[config.mk]
export PLATFORM = sky130hd
export DESIGN_NAME = l2c_top
export DESIGN_NICKNAME = d
export VERILOG_FILES = /design/src/hw/l2c_pkg.sv /design/src/hw/l2c_arbiter.sv /design/src/hw/l2c_l1_port.sv /design/src/hw/l2c_miss.sv /design/src/hw/l2c_store.sv /design/src/hw/l2c_top.sv
export SDC_FILE = /design/constraint.sdc
export NUM_CORES = 2
export LEC_CHECK = 0
export BUFFER_PORTS_ARGS = -buffer_cell sky130_fd_sc_hd__buf_2
export CAP_MARGIN = 10
export CORE_ASPECT_RATIO = 1.2
export CORE_MARGIN = 5
export CORE_UTILIZATION = 30
export CTS_CLUSTER_SIZE = 25
export DETAILED_ROUTE_END_ITERATION = 10
export PLACE_DENSITY = 0.43
export SYNTH_ARGS = -nofsm -noshare
export SYNTH_HDL_FRONTEND = slang
export SYNTH_SLANG_ARGS = --single-unit
[constraint.sdc]
create_clock -name clk_mc -period 17.65 [get_ports clk_mc]
set_input_delay 2.6475 -clock clk_mc [delete_from_list [all_inputs] [get_ports clk_mc]]
set_output_delay 2.6475 -clock clk_mc [all_outputs]
set_load 0.02 [all_outputs]
[src/hw/l2c_pkg.sv]
// ==============================
// L2 cache shared definitions
// Widths, address fields, store geometry, requester numbers
// ==============================

`default_nettype none

package l2c_pkg;

   // ==============================
   // Bus widths
   // ==============================
   localparam int ADR_W   = 32;
   localparam int DATA_W  = 32;
   localparam int BE_W    = DATA_W / 8;

   // ==============================
   // Address split and geometry
   // ==============================
   // Byte offset inside the word
   localparam int OFS_W   = 2;
   localparam int INDEX_W = 6;
   localparam int TAG_W   = ADR_W - INDEX_W - OFS_W;
   localparam int LINES   = 1 << INDEX_W;

   // Requesters sharing the store and the miss channel
   localparam int N_PORTS = 2;
   localparam int PORT_W  = $clog2(N_PORTS);
   localparam logic [PORT_W-1:0] PORT_IL1 = PORT_W'(0);
   localparam logic [PORT_W-1:0] PORT_DL1 = PORT_W'(1);

endpackage

`default_nettype wire

[src/hw/l2c_arbiter.sv]
// ==============================
// L2 cache store arbiter
// Round-robin between the two port engines, no grant in fill cycles
// ==============================

`timescale 1ns/1ps
`default_nettype none

module l2c_arbiter (
   input  logic                          clk_mc,
   input  logic                          i_reset,
   input  logic [l2c_pkg::N_PORTS-1:0]   i_req,
   input  logic                          i_fill_busy,
   output logic [l2c_pkg::N_PORTS-1:0]   o_grant,
   output logic [l2c_pkg::PORT_W-1:0]    o_sel
);
   import l2c_pkg::*;

   // Port that wins a tie next
   logic [PORT_W-1:0] ptr_q;
   logic [PORT_W-1:0] other;

   assign other = (ptr_q == PORT_IL1) ? PORT_DL1 : PORT_IL1;

   always_comb begin
      o_grant = '0;
      o_sel   = ptr_q;
      if (!i_fill_busy) begin
         if (i_req[ptr_q]) begin
            o_grant[ptr_q] = 1'b1;
         end else if (i_req[other]) begin
            o_grant[other] = 1'b1;
            o_sel          = other;
         end
      end
   end

   // Winner drops to lowest priority
   always_ff @(posedge clk_mc) begin
      if (i_reset) begin
         ptr_q <= PORT_IL1;
      end else if (|o_grant) begin
         ptr_q <= (o_sel == PORT_IL1) ? PORT_DL1 : PORT_IL1;
      end
   end

endmodule

`default_nettype wire

[src/hw/l2c_l1_port.sv]
// ==============================
// L2 cache L1 port engine
// Takes one L1 request, looks it up in the store,
// goes to the miss channel when needed, answers the L1
// ==============================

`timescale 1ns/1ps
`default_nettype none

module l2c_l1_port #(
   parameter bit CAN_WRITE = 1'b1
) (
   input  logic                         clk_mc,
   input  logic                         i_reset,
   // L1 side
   input  logic [l2c_pkg::ADR_W-1:0]    i_l1_adr,
   input  logic                         i_l1_wen,
   input  logic [l2c_pkg::BE_W-1:0]     i_l1_ben,
   input  logic [l2c_pkg::DATA_W-1:0]   i_l1_wdata,
   input  logic                         i_l1_valid,
   output logic                         o_l1_rdata_valid,
   output logic [l2c_pkg::DATA_W-1:0]   o_l1_rdata,
   output logic                         o_l1_stall,
   // Store side
   output logic                         o_lookup_req,
   output logic [l2c_pkg::ADR_W-1:0]    o_lookup_adr,
   output logic                         o_lookup_wen,
   output logic [l2c_pkg::BE_W-1:0]     o_lookup_ben,
   output logic [l2c_pkg::DATA_W-1:0]   o_lookup_wdata,
   input  logic                         i_grant,
   input  logic                         i_lookup_hit,
   input  logic [l2c_pkg::DATA_W-1:0]   i_lookup_rdata,
   // Miss side
   output logic                         o_miss_req,
   input  logic                         i_miss_done,
   input  logic [l2c_pkg::DATA_W-1:0]   i_fill_data
);
   import l2c_pkg::*;

   localparam logic [1:0] ST_IDLE      = 2'd0;
   localparam logic [1:0] ST_LOOKUP    = 2'd1;
   localparam logic [1:0] ST_WAIT_MISS = 2'd2;
   localparam logic [1:0] ST_RESPOND   = 2'd3;

   logic [1:0]        state_q;
   logic              granted_q;
   logic [ADR_W-1:0]  adr_q;
   logic              wen_q;
   logic [BE_W-1:0]   ben_q;
   logic [DATA_W-1:0] wdata_q;
   logic [DATA_W-1:0] rdata_q;
   logic              accept;
   logic              result_cyc;

   assign o_l1_stall = (state_q != ST_IDLE);
   assign accept     = i_l1_valid && !o_l1_stall;
   // Store answers one cycle after the grant
   assign result_cyc = (state_q == ST_LOOKUP) && granted_q;

   // ==============================
   // Engine FSM
   // ==============================
   always_ff @(posedge clk_mc) begin
      if (i_reset) begin
         state_q   <= ST_IDLE;
         granted_q <= 1'b0;
         wen_q     <= 1'b0;
      end else begin
         case (state_q)
            ST_IDLE: begin
               if (accept) begin
                  state_q   <= ST_LOOKUP;
                  granted_q <= 1'b0;
                  wen_q     <= CAN_WRITE && i_l1_wen;
               end
            end
            ST_LOOKUP: begin
               if (granted_q) begin
                  // Read hits finish here, everything else goes out
                  if (i_lookup_hit && !wen_q) begin
                     state_q <= ST_RESPOND;
                  end else begin
                     state_q <= ST_WAIT_MISS;
                  end
               end else if (i_grant) begin
                  granted_q <= 1'b1;
               end
            end
            ST_WAIT_MISS: begin
               if (i_miss_done) begin
                  state_q <= ST_RESPOND;
               end
            end
            default: begin
               state_q <= ST_IDLE;
            end
         endcase
      end
   end

   // Request capture and read data
   always_ff @(posedge clk_mc) begin
      if (accept) begin
         adr_q   <= i_l1_adr;
         ben_q   <= CAN_WRITE ? i_l1_ben : '0;
         wdata_q <= CAN_WRITE ? i_l1_wdata : '0;
      end
      if (result_cyc) begin
         rdata_q <= i_lookup_rdata;
      end else if ((state_q == ST_WAIT_MISS) && i_miss_done && !wen_q) begin
         rdata_q <= i_fill_data;
      end
   end

   assign o_lookup_req     = (state_q == ST_LOOKUP) && !granted_q;
   assign o_lookup_adr     = adr_q;
   assign o_lookup_wen     = wen_q;
   assign o_lookup_ben     = ben_q;
   assign o_lookup_wdata   = wdata_q;

   assign o_miss_req       = (state_q == ST_WAIT_MISS);
   assign o_l1_rdata_valid = (state_q == ST_RESPOND);
   assign o_l1_rdata       = rdata_q;

endmodule

`default_nettype wire

[src/hw/l2c_miss.sv]
// ==============================
// L2 cache miss channel
// One request at a time towards the network,
// read misses wait for their fill
// ==============================

`timescale 1ns/1ps
`default_nettype none

module l2c_miss (
   input  logic                          clk_mc,
   input  logic                          i_reset,
   // From the port engines
   input  logic [l2c_pkg::N_PORTS-1:0]   i_miss_req,
   input  logic [l2c_pkg::ADR_W-1:0]     i_il1_adr,
   input  logic [l2c_pkg::ADR_W-1:0]     i_dl1_adr,
   input  logic                          i_dl1_wen,
   input  logic [l2c_pkg::BE_W-1:0]      i_dl1_ben,
   input  logic [l2c_pkg::DATA_W-1:0]    i_dl1_wdata,
   // To the engines and the store
   output logic [l2c_pkg::N_PORTS-1:0]   o_miss_done,
   output logic [l2c_pkg::DATA_W-1:0]    o_fill_data,
   // Network miss channel
   output logic                          o_mni_miss_valid,
   output logic [l2c_pkg::ADR_W-1:0]     o_mni_miss_adr,
   output logic                          o_mni_miss_wen,
   output logic [l2c_pkg::BE_W-1:0]      o_mni_miss_ben,
   output logic [l2c_pkg::DATA_W-1:0]    o_mni_miss_wdata,
   input  logic                          i_mni_miss_stall,
   // Network fill
   input  logic                          i_mni_fill_valid,
   input  logic [l2c_pkg::ADR_W-1:0]     i_mni_fill_adr,
   input  logic [l2c_pkg::DATA_W-1:0]    i_mni_data
);
   import l2c_pkg::*;

   logic              valid_q;
   logic              wait_q;
   logic              wen_q;
   logic [PORT_W-1:0] owner_q;
   logic              issue;
   logic              pick_dl1;
   logic              xfer;
   logic              done;
   logic              fill_wr_match;

   assign issue    = !valid_q && !wait_q && (|i_miss_req);
   // Lowest requester number wins
   assign pick_dl1 = !i_miss_req[PORT_IL1];
   assign xfer     = valid_q && !i_mni_miss_stall;
   assign done     = (xfer && wen_q) || (wait_q && i_mni_fill_valid);

   // ==============================
   // Channel control
   // ==============================
   always_ff @(posedge clk_mc) begin
      if (i_reset) begin
         valid_q <= 1'b0;
         wait_q  <= 1'b0;
         wen_q   <= 1'b0;
         owner_q <= PORT_IL1;
      end else if (issue) begin
         valid_q <= 1'b1;
         wen_q   <= pick_dl1 && i_dl1_wen;
         owner_q <= pick_dl1 ? PORT_DL1 : PORT_IL1;
      end else if (xfer) begin
         valid_q <= 1'b0;
         wait_q  <= !wen_q;
      end else if (wait_q && i_mni_fill_valid) begin
         wait_q  <= 1'b0;
      end
   end

   // Payload held until the transfer
   always_ff @(posedge clk_mc) begin
      if (issue) begin
         o_mni_miss_adr   <= pick_dl1 ? i_dl1_adr : i_il1_adr;
         o_mni_miss_ben   <= pick_dl1 ? i_dl1_ben : '0;
         o_mni_miss_wdata <= i_dl1_wdata;
      end
   end

   always_comb begin
      o_miss_done = '0;
      if (done) begin
         o_miss_done[owner_q] = 1'b1;
      end
   end

   assign o_mni_miss_valid = valid_q;
   assign o_mni_miss_wen   = wen_q;

   // Install word carries the last data-L1 write to this word,
   // which may still be queued behind the read miss
   assign fill_wr_match = i_dl1_wen &&
                          (i_dl1_adr[ADR_W-1:OFS_W] == i_mni_fill_adr[ADR_W-1:OFS_W]);

   always_comb begin
      for (int b = 0; b < BE_W; b++) begin
         o_fill_data[8*b +: 8] = (fill_wr_match && i_dl1_ben[b]) ? i_dl1_wdata[8*b +: 8]
                                                                 : i_mni_data[8*b +: 8];
      end
   end

endmodule

`default_nettype wire

[src/hw/l2c_store.sv]
// ==============================
// L2 cache tag and data store
// Direct mapped, one word per line
// Lookup with write merge, fill install
// ==============================

`timescale 1ns/1ps
`default_nettype none

module l2c_store (
   input  logic                         clk_mc,
   input  logic                         i_reset,
   // Lookup from the granted engine
   input  logic                         i_lookup_valid,
   input  logic [l2c_pkg::ADR_W-1:0]    i_lookup_adr,
   input  logic                         i_lookup_wen,
   input  logic [l2c_pkg::BE_W-1:0]     i_lookup_ben,
   input  logic [l2c_pkg::DATA_W-1:0]   i_lookup_wdata,
   output logic                         o_lookup_hit,
   output logic [l2c_pkg::DATA_W-1:0]   o_lookup_rdata,
   // Fill install
   input  logic                         i_fill_valid,
   input  logic [l2c_pkg::ADR_W-1:0]    i_fill_adr,
   input  logic [l2c_pkg::DATA_W-1:0]   i_fill_data
);
   import l2c_pkg::*;

   logic [LINES-1:0]   valid_q;
   logic [TAG_W-1:0]   tag_mem  [LINES];
   logic [DATA_W-1:0]  data_mem [LINES];

   logic [INDEX_W-1:0] lk_index;
   logic [TAG_W-1:0]   lk_tag;
   logic               lk_hit;
   logic [INDEX_W-1:0] fl_index;
   logic [TAG_W-1:0]   fl_tag;
   logic [DATA_W-1:0]  merged;

   // ==============================
   // Address split
   // ==============================
   assign lk_index = i_lookup_adr[OFS_W +: INDEX_W];
   assign lk_tag   = i_lookup_adr[ADR_W-1 -: TAG_W];
   assign fl_index = i_fill_adr[OFS_W +: INDEX_W];
   assign fl_tag   = i_fill_adr[ADR_W-1 -: TAG_W];

   assign lk_hit = valid_q[lk_index] && (tag_mem[lk_index] == lk_tag);

   // Enabled bytes from the write, the rest from the line
   always_comb begin
      for (int b = 0; b < BE_W; b++) begin
         merged[8*b +: 8] = i_lookup_ben[b] ? i_lookup_wdata[8*b +: 8]
                                            : data_mem[lk_index][8*b +: 8];
      end
   end

   // Valid bits and lookup result
   always_ff @(posedge clk_mc) begin
      if (i_reset) begin
         valid_q      <= '0;
         o_lookup_hit <= 1'b0;
      end else begin
         o_lookup_hit <= i_lookup_valid && lk_hit;
         if (i_fill_valid) begin
            valid_q[fl_index] <= 1'b1;
         end
      end
   end

   // Arrays, the arbiter keeps lookups out of fill cycles
   always_ff @(posedge clk_mc) begin
      o_lookup_rdata <= data_mem[lk_index];
      if (i_fill_valid) begin
         tag_mem[fl_index]  <= fl_tag;
         data_mem[fl_index] <= i_fill_data;
      end else if (i_lookup_valid && i_lookup_wen && lk_hit) begin
         data_mem[lk_index] <= merged;
      end
   end

endmodule

`default_nettype wire

[src/hw/l2c_top.sv]
// ==============================
// L2 cache top level
// Two L1 port engines, store arbiter, store and miss channel
// ==============================

`timescale 1ns/1ps
`default_nettype none

module l2c_top (
   input  logic                         clk_mc,
   input  logic                         i_reset,
   // Instruction L1
   input  logic [l2c_pkg::ADR_W-1:0]    i_il1_adr,
   input  logic                         i_il1_valid,
   output logic                         o_il1_rdata_valid,
   output logic [l2c_pkg::DATA_W-1:0]   o_il1_rdata,
   output logic                         o_il1_stall,
   // Data L1
   input  logic [l2c_pkg::ADR_W-1:0]    i_dl1_adr,
   input  logic                         i_dl1_wen,
   input  logic [l2c_pkg::BE_W-1:0]     i_dl1_ben,
   input  logic [l2c_pkg::DATA_W-1:0]   i_dl1_wdata,
   input  logic                         i_dl1_valid,
   output logic                         o_dl1_rdata_valid,
   output logic [l2c_pkg::DATA_W-1:0]   o_dl1_rdata,
   output logic                         o_dl1_stall,
   // Network miss channel
   output logic                         o_mni_miss_valid,
   output logic [l2c_pkg::ADR_W-1:0]    o_mni_miss_adr,
   output logic                         o_mni_miss_wen,
   output logic [l2c_pkg::BE_W-1:0]     o_mni_miss_ben,
   output logic [l2c_pkg::DATA_W-1:0]   o_mni_miss_wdata,
   input  logic                         i_mni_miss_stall,
   // Network fill
   input  logic                         i_mni_fill_valid,
   input  logic [l2c_pkg::ADR_W-1:0]    i_mni_fill_adr,
   input  logic [l2c_pkg::DATA_W-1:0]   i_mni_data
);
   import l2c_pkg::*;

   logic [N_PORTS-1:0] lk_req;
   logic [N_PORTS-1:0] lk_grant;
   logic [PORT_W-1:0]  lk_sel;
   logic [N_PORTS-1:0] miss_req;
   logic [N_PORTS-1:0] miss_done;
   logic [ADR_W-1:0]   il1_lk_adr;
   logic [ADR_W-1:0]   dl1_lk_adr;
   logic               il1_lk_wen;
   logic               dl1_lk_wen;
   logic [BE_W-1:0]    il1_lk_ben;
   logic [BE_W-1:0]    dl1_lk_ben;
   logic [DATA_W-1:0]  il1_lk_wdata;
   logic [DATA_W-1:0]  dl1_lk_wdata;
   logic               lk_hit;
   logic [DATA_W-1:0]  lk_rdata;
   logic [DATA_W-1:0]  install_data;

   // ==============================
   // Port engines
   // ==============================
   l2c_l1_port #(.CAN_WRITE(1'b0)) il1_port (
      .clk_mc(clk_mc), .i_reset(i_reset),
      .i_l1_adr(i_il1_adr), .i_l1_wen(), .i_l1_ben(), .i_l1_wdata(),
      .i_l1_valid(i_il1_valid), .o_l1_rdata_valid(o_il1_rdata_valid),
      .o_l1_rdata(o_il1_rdata), .o_l1_stall(o_il1_stall),
      .o_lookup_req(lk_req[PORT_IL1]), .o_lookup_adr(il1_lk_adr),
      .o_lookup_wen(il1_lk_wen), .o_lookup_ben(il1_lk_ben), .o_lookup_wdata(il1_lk_wdata),
      .i_grant(lk_grant[PORT_IL1]), .i_lookup_hit(lk_hit), .i_lookup_rdata(lk_rdata),
      .o_miss_req(miss_req[PORT_IL1]), .i_miss_done(miss_done[PORT_IL1]),
      .i_fill_data(i_mni_data)
   );

   l2c_l1_port #(.CAN_WRITE(1'b1)) dl1_port (
      .clk_mc(clk_mc), .i_reset(i_reset),
      .i_l1_adr(i_dl1_adr), .i_l1_wen(i_dl1_wen), .i_l1_ben(i_dl1_ben),
      .i_l1_wdata(i_dl1_wdata), .i_l1_valid(i_dl1_valid),
      .o_l1_rdata_valid(o_dl1_rdata_valid), .o_l1_rdata(o_dl1_rdata),
      .o_l1_stall(o_dl1_stall),
      .o_lookup_req(lk_req[PORT_DL1]), .o_lookup_adr(dl1_lk_adr),
      .o_lookup_wen(dl1_lk_wen), .o_lookup_ben(dl1_lk_ben), .o_lookup_wdata(dl1_lk_wdata),
      .i_grant(lk_grant[PORT_DL1]), .i_lookup_hit(lk_hit), .i_lookup_rdata(lk_rdata),
      .o_miss_req(miss_req[PORT_DL1]), .i_miss_done(miss_done[PORT_DL1]),
      .i_fill_data(i_mni_data)
   );

   // Fill cycles own the store
   l2c_arbiter u_arbiter (
      .clk_mc(clk_mc), .i_reset(i_reset),
      .i_req(lk_req), .i_fill_busy(i_mni_fill_valid),
      .o_grant(lk_grant), .o_sel(lk_sel)
   );

   l2c_store u_store (
      .clk_mc(clk_mc), .i_reset(i_reset),
      .i_lookup_valid(|lk_grant),
      .i_lookup_adr((lk_sel == PORT_DL1) ? dl1_lk_adr : il1_lk_adr),
      .i_lookup_wen((lk_sel == PORT_DL1) ? dl1_lk_wen : il1_lk_wen),
      .i_lookup_ben((lk_sel == PORT_DL1) ? dl1_lk_ben : il1_lk_ben),
      .i_lookup_wdata((lk_sel == PORT_DL1) ? dl1_lk_wdata : il1_lk_wdata),
      .o_lookup_hit(lk_hit), .o_lookup_rdata(lk_rdata),
      .i_fill_valid(i_mni_fill_valid), .i_fill_adr(i_mni_fill_adr),
      .i_fill_data(install_data)
   );

   // ==============================
   // Miss channel
   // ==============================
   l2c_miss u_miss (
      .clk_mc(clk_mc), .i_reset(i_reset),
      .i_miss_req(miss_req), .i_il1_adr(il1_lk_adr),
      .i_dl1_adr(dl1_lk_adr), .i_dl1_wen(dl1_lk_wen),
      .i_dl1_ben(dl1_lk_ben), .i_dl1_wdata(dl1_lk_wdata),
      .o_miss_done(miss_done), .o_fill_data(install_data),
      .o_mni_miss_valid(o_mni_miss_valid), .o_mni_miss_adr(o_mni_miss_adr),
      .o_mni_miss_wen(o_mni_miss_wen), .o_mni_miss_ben(o_mni_miss_ben),
      .o_mni_miss_wdata(o_mni_miss_wdata), .i_mni_miss_stall(i_mni_miss_stall),
      .i_mni_fill_valid(i_mni_fill_valid), .i_mni_fill_adr(i_mni_fill_adr),
      .i_mni_data(i_mni_data)
   );

endmodule

`default_nettype wire

After elaboration in Yosys (flattened, before gate mapping)
Memory sizes are Yosys's and may differ from the RTL's.
Cells that the tools add are included.

word-level totals
  logic and storage cells = 179
  input port bits = 171
  output and inout bits = 138
  RAM bits = 3,584
  register bits after elaboration = 341
  memories kept = 2

memories
  name              depth  bits a word  rd ports  clocked after memory_dff  write ports  line             source
  u_store.data_mem  64     32           1         0                         1            l2c_store.sv:30  logic [DATA_W-1:0] data_mem [LINES];
  u_store.tag_mem   64     24           1         0                         1            l2c_store.sv:29  logic [TAG_W-1:0] tag_mem [LINES];

operators by class
  reduce and logical (&&, ||, !) cells = 59
  magnitude comparators = 9
  eq/ne operators = 14
  mux-type cells = 71
  bitwise operators = 2

operator list
  kind                                                                     number
  32-bit two-way mux                                                       8
  8-bit two-way mux                                                        8
  64-bit bitwise OR                                                        1
  1-bit two-way mux                                                        34
  32-bit OR reduction                                                      1
  30-bit == test                                                           1
  1-bit logical AND                                                        29
  24-bit == test                                                           1
  2-bit two-way mux                                                        10
  2-bit nonzero test                                                       8
  6-bit by 7-bit < comparator with 1-bit output, second input constant     2
  2-bit case mux with 3 select lines                                       2
  1-bit zero test                                                          10
  2-bit == test, second input constant                                     4
  2-bit by 1-bit inequality test with 1-bit output, second input constant  4
  2-bit AND reduction                                                      4
  1-bit binary-select mux with 6-bit select                                1
  1-bit demux with 6-bit select                                            1
  6-bit by 1-bit >= comparator with 1-bit output, second input constant    1
  1-bit by 2-bit < comparator with 1-bit output, second input constant     3
  6-bit two-way mux                                                        1
  3-bit AND reduction                                                      2
  2-bit by 1-bit == test with 1-bit output, second input constant          2
  2-bit zero test                                                          2
  8 further kinds                                                          15

Logic depth before layout (Yosys ltp)
  word-level depth = 17
  mapped depth = 25
  gate-level depth less buffers = 16

Modules after synthesis
A second synthesis with hierarchy kept.

second synthesis, totals
  cells, all modules = 7,001
  area total of the unflattened synthesis = 153,028.0 µm²

by module, submodules not included
  module                  sequential area each (µm²)  cells each  area each (µm²)  times used
  l2c_store               109,565.1                   6,359       141,927.4        1
  l2c_l1_port (dl1_port)  3,083.0                     172         3,722.3          1
  l2c_miss                2,122.0                     206         3,364.5          1
  l2c_l1_port (il1_port)  1,981.9                     166         2,972.9          1
  l2c_top                 0.0                         78          883.3            1
  l2c_arbiter             20.0                        20          157.7            1

Worst setup path after synthesis
Ideal clock, no wire load.

  path kind = input port to flip-flop
  start = in i_mni_fill_valid
  end = mem u_store.data_mem[0][23] (data pin)
  setup time = 0.542 ns
  arrival = 8.502 ns
  buffers on the path = 5
  stages = 18
  data required time = 17.108 ns
  setup slack = 8.606 ns
  cells stage by stage = buf_2 > nor2b_1 > o32ai_1 > mux2i_1 > clkbuf_1 > o22ai_1 > a221oi_1 > o2111ai_1 > a22oi_1 > o2bb2ai_1 > or4b_1 > nor4_1 > nand4b_1 > or4_4 > buf_2 > buf_2 > clkbuf_1 > o211ai_1

between the ends
  word-level cells in the longest chain between the ends = 11
  elaborated cells between the ends (all ways) = 21
  classes of those cells = eq/ne: 1; mux: 13; reduce/logical: 5; memory: 2

ends and longest elaborated chain
  item                                                                             line               source
  start, declared                                                                  l2c_top.sv:35      input logic i_mni_fill_valid,
  1-bit two-way mux                                                                l2c_arbiter.sv:28  if (!i_fill_busy) begin
  32-bit two-way mux                                                               l2c_top.sv:96      .i_lookup_adr((lk_sel == PORT_DL1) ? dl1_lk_adr : il1_lk_adr),
  memory 64 x 24 bit or 1-bit binary-select mux with 6-bit select (tied branches)  n/a
  24-bit == test or 1-bit two-way mux (tied branches)                              l2c_store.sv:47    assign lk_hit = valid_q[lk_index] && (tag_mem[lk_index] == lk_tag);
  1-bit logical AND                                                                l2c_store.sv:47
  1-bit logical AND                                                                l2c_store.sv:76    end else if (i_lookup_valid && i_lookup_wen && lk_hit) begin
  1-bit two-way mux                                                                l2c_store.sv:76
  1-bit two-way mux                                                                l2c_store.sv:73    if (i_fill_valid) begin
  1-bit two-way mux (not written as such)                                          l2c_store.sv:77    data_mem[lk_index] <= merged;
  32-bit OR reduction (no line)                                                    n/a
  32-bit two-way mux (no line) (*)                                                 n/a
  end, declared                                                                    l2c_store.sv:30

Mark *: on every way between the ends. The rest lies on a longest branch, timed or not. The select of a mux whose other input is x is not followed.

Worst setup path in the final report
  start = in i_mni_fill_valid
  end = mem u_store.data_mem[48][8] (data pin)

The elaborated chain is that of the path after synthesis.

==> run_results.csv <==
group,metric,value,unit
status,status,"finished clean",
synth,synth.most_common_cell,"edfxtp_1",
die,rows,290,
place,numPortBuffers,306,
routing,wl_per_cell,31.77,um
clock_network,cts_tree,"built",
timing,setup_tns,0,ps
pwr,p_per_area,154.2,mW/mm^2
setup_path,cp.required,18300,ps
die,num_io_pins,309,
timing,fin_ws,6282,ps
routing,drc,0,
clock_network,path_clk_slew,60,ps
timing,whs,467.3,ps
routing,drt-initial-drc-count,12530,
min_path,holdPathEnd,"u_store.valid_q[3]$_SDFFE_PP0P_",
synth,synth_area_per_cell,13.44,um^2
clock_network,cts_resized,0,
timing,finClkSkew,46.34,ps
pwr,leakage,60.57,nW
synth,yosys_warnings,0,
synth,synth_top_flop_cell,"edfxtp_1",
die,die_y,801.9,um
clock_network,clk_latency,1010,ps
global_routing,grt_start_max_net_pins,149,
die,start_util,0.3013,
synth,yosysSeqAreaShare,0.7448,
clock_network,cts_max_level,5,
global_routing,grt_pass1_wl,832.6,mm
setup_path,r2r_end,"u_store.data_mem[48][8]$_DFFE_PP_",
synth,yosys-top-cells-area,"edfxtp_1, nand2_1, nand3_1",
min_path,hold_path_class,"reg -> reg",
routing,avgViaCountPerCell,5.416,
min_path,whs_path_depth,2,
die,dieArea,0.5373,mm^2
synth,async_flop_share,0,
routing,antenna_left,0,
setup_path,r2r_cells,21,
cells_and_area,fin_nets,12230,
synth,ys_seq_elements,3925,
timing,drv_slew,0,
cells_and_area,syn_to_final_growth,16.51,%
setup_path,r2r-start,"il1_port.state_q[1]$_SDFFE_PP0P_",
synth,syn-cell-area,0.1568,mm^2
setup_path,critical_path_class,"in -> reg",
pwr,vdd_drop_max,0.0001401,V
routing,dr.pass1.iters,8,
place,place_worst_setup_slack,5435,ps
setup_path,cp-start-kind,"input pin",
timing,timing.fmax,87.97,MHz
global_routing,grt_usage,0.2192,
timing,slew_headroom,0.1547,
synth,synth_cells,11670,
timing,tightest_slew,1268,ps
place,finalWeightedCongestion,0.8924,
synth,synth_edf_count,3816,
global_routing,grt_antenna_before_repair,58,
synth,netlist.area_leader.share,0.7308,
clock_network,cts_setup_buffers,0,
job,cap_violations,0,
clock_network,cts-root-buf,"clkbuf_16",
clock_network,cts.path.max_buffers,4,
routing,dr_total_vias,104500,
timing,period_share,0.6441,
setup_path,cp.arrival,12020,ps
synth,postSynthNetCount,11850,
clock_network,cts-buffers-inserted,433,
clock_network,postCtsHoldBufs,0,
synth,yosysTopAreaCell,"edfxtp_1",
timing,fin_crit,11370,ps
clock_network,clock_sinks,3925,
global_routing,grt_overflow_total,0,
die,core,0.5203,mm^2
setup_path,r2r_slack,7510,ps
die,die_w,670.0,um
timing,rsz0062_at_grt,"no",
timing,hold_violations,0,
global_routing,grt_pass1_vias,99820,
min_path,min_from,"u_store.valid_q[3]$_SDFFE_PP0P_",
synth,synthTopCellsByCount,"edfxtp_1, nand2_1, nand3_1, clkbuf_1, a311oi_1",
setup_path,path_max_fanout,83,
place,dp_hpwl,358.9,mm
cells_and_area,layout-drive-gt1-share,0.1347,
synth,ys_types,80,
timing,setup_viol,0,
pwr,p_total,28.17,mW
setup_path,cp-end-kind,"register",
routing,wirelength,613.2,mm
stage by stage:
step | util | cells | cell area, um^2
2_1_floorplan | - | 11670 | 156800
3_3_place_gp | 0.3248 | 18480 | 169000
3_5_place_dp | 0.3248 | 18480 | 169000
4_1_cts | 0.3509 | 19270 | 182600
5_1_grt | 0.3510 | 19280 | 182600
6_report | 0.3511 | 19300 | 182700
cells in the final DEF, fill, tap and decap left out, drive strengths merged, types with 43 or more instances in the layout:
master	netlist	layout
mux2	142	142
dfxtp	109	109
o21ai	106	106
clkinv	1	169
clkbuf	531	587
a21oi	300	300
nand2	3026	3026
and3	142	142
a211oi	43	43
buf	269	745
mux2i	282	282
nand3	1314	1314
a31oi	116	116
o211ai	49	49
o22ai	124	124
edfxtp	3816	3816
a32oi	45	45
a311oi	362	362
nand4	50	50
nor3	69	69
a221oi	43	43
nor2	310	310
critical path, cell delays in order:
cell and delay (ps):
buf_2 290, nor3b_1 560, o32a_2 290, buf_12 450, mux2_8 670, buf_4 540, buf_4 660, nor4_1 120
nor3_1 210, nand4_1 570, a22oi_1 800, nor3_1 90, nor4bb_1 310, o2111ai_1 210, nand4b_1 430, or4_4 870
buf_4 490, mux2_1 440, o211ai_1 170, buf_4 720
per-layer routing:
layer,part of all wire,GRT usage,wire (um)
met1,0.40,0.2823,244200
met2,0.48,0.3632,292200
met3,0.068,0.02991,41560
met4,0.057,0.1084,35210
met5,0.000059,0,36
layout make-up:
class | instances | area, um^2
diodes | 32 | 80.08
fillers | 50020 | 337600
clock buffers | 587 | 11890
inverters | 22 | 83.83
multi-input cells | 6923 | 38470
repair buffers | 745 | 5107
well taps | 6862 | 8586
clock inverters | 207 | 1698
flip-flops and latches | 3925 | 116800
registers in the layout, summed over array words and instances (netlist names), 2 cells and up:
name	cells
dl1_port.o_lookup_ben	4
u_store.valid_q	64
dl1_port.state_q	2
u_miss.o_mni_miss_wdata	32
il1_port.state_q	2
il1_port.o_l1_rdata	32
dl1_port.o_l1_rdata	32
dl1_port.o_lookup_wdata	32
dl1_port.o_lookup_adr	32
u_store.data_mem	2048
u_store.o_lookup_rdata	32
il1_port.o_lookup_adr	32
u_miss.o_mni_miss_ben	4
u_store.tag_mem	1536
u_miss.o_mni_miss_adr	32
report_power, final:
part | switching (mW) | total [mW] | leakage, nW | internal (mW)
clock network | 3.68 | 8.74 | 6.65 | 5.05
logic | 6.62 | 8.75 | 18.6 | 2.14
registers | 0.166 | 10.7 | 35.3 | 10.5
worst max path at each step:
| stage | start | end | slack, ps | cells after the start |
|---|---|---|---|---|
| after floorplan | i_mni_fill_valid | u_store.data_mem[0][23]$_DFFE_PP_ | 8610 | 18 |
| after global placement | i_mni_fill_valid | u_store.data_mem[52][8]$_DFFE_PP_ | 5470 | 19 |
| after detailed placement | i_mni_fill_valid | u_store.data_mem[53][8]$_DFFE_PP_ | 5440 | 20 |
| after CTS | i_mni_fill_valid | u_store.data_mem[48][8]$_DFFE_PP_ | 6480 | 20 |
| after global routing | i_mni_fill_valid | u_store.data_mem[53][8]$_DFFE_PP_ | 6260 | 20 |
| final | i_mni_fill_valid | u_store.data_mem[48][8]$_DFFE_PP_ | 6280 | 20 |
cell families after synthesis:
| kind of cell | Yosys count | synth area share |
|---|---|---|
| compound gates | 1402 | 0.06374 |
| xor+xnor | 48 | 0.002681 |
| fa+ha+maj | 8 | 0.0006384 |
| buf+inv | 822 | 0.02155 |
| flops | 3925 | 0.7448 |
| mux | 433 | 0.02965 |
| simple gates | 5032 | 0.1370 |
Note: power is estimated with default switching activity, not from simulation.
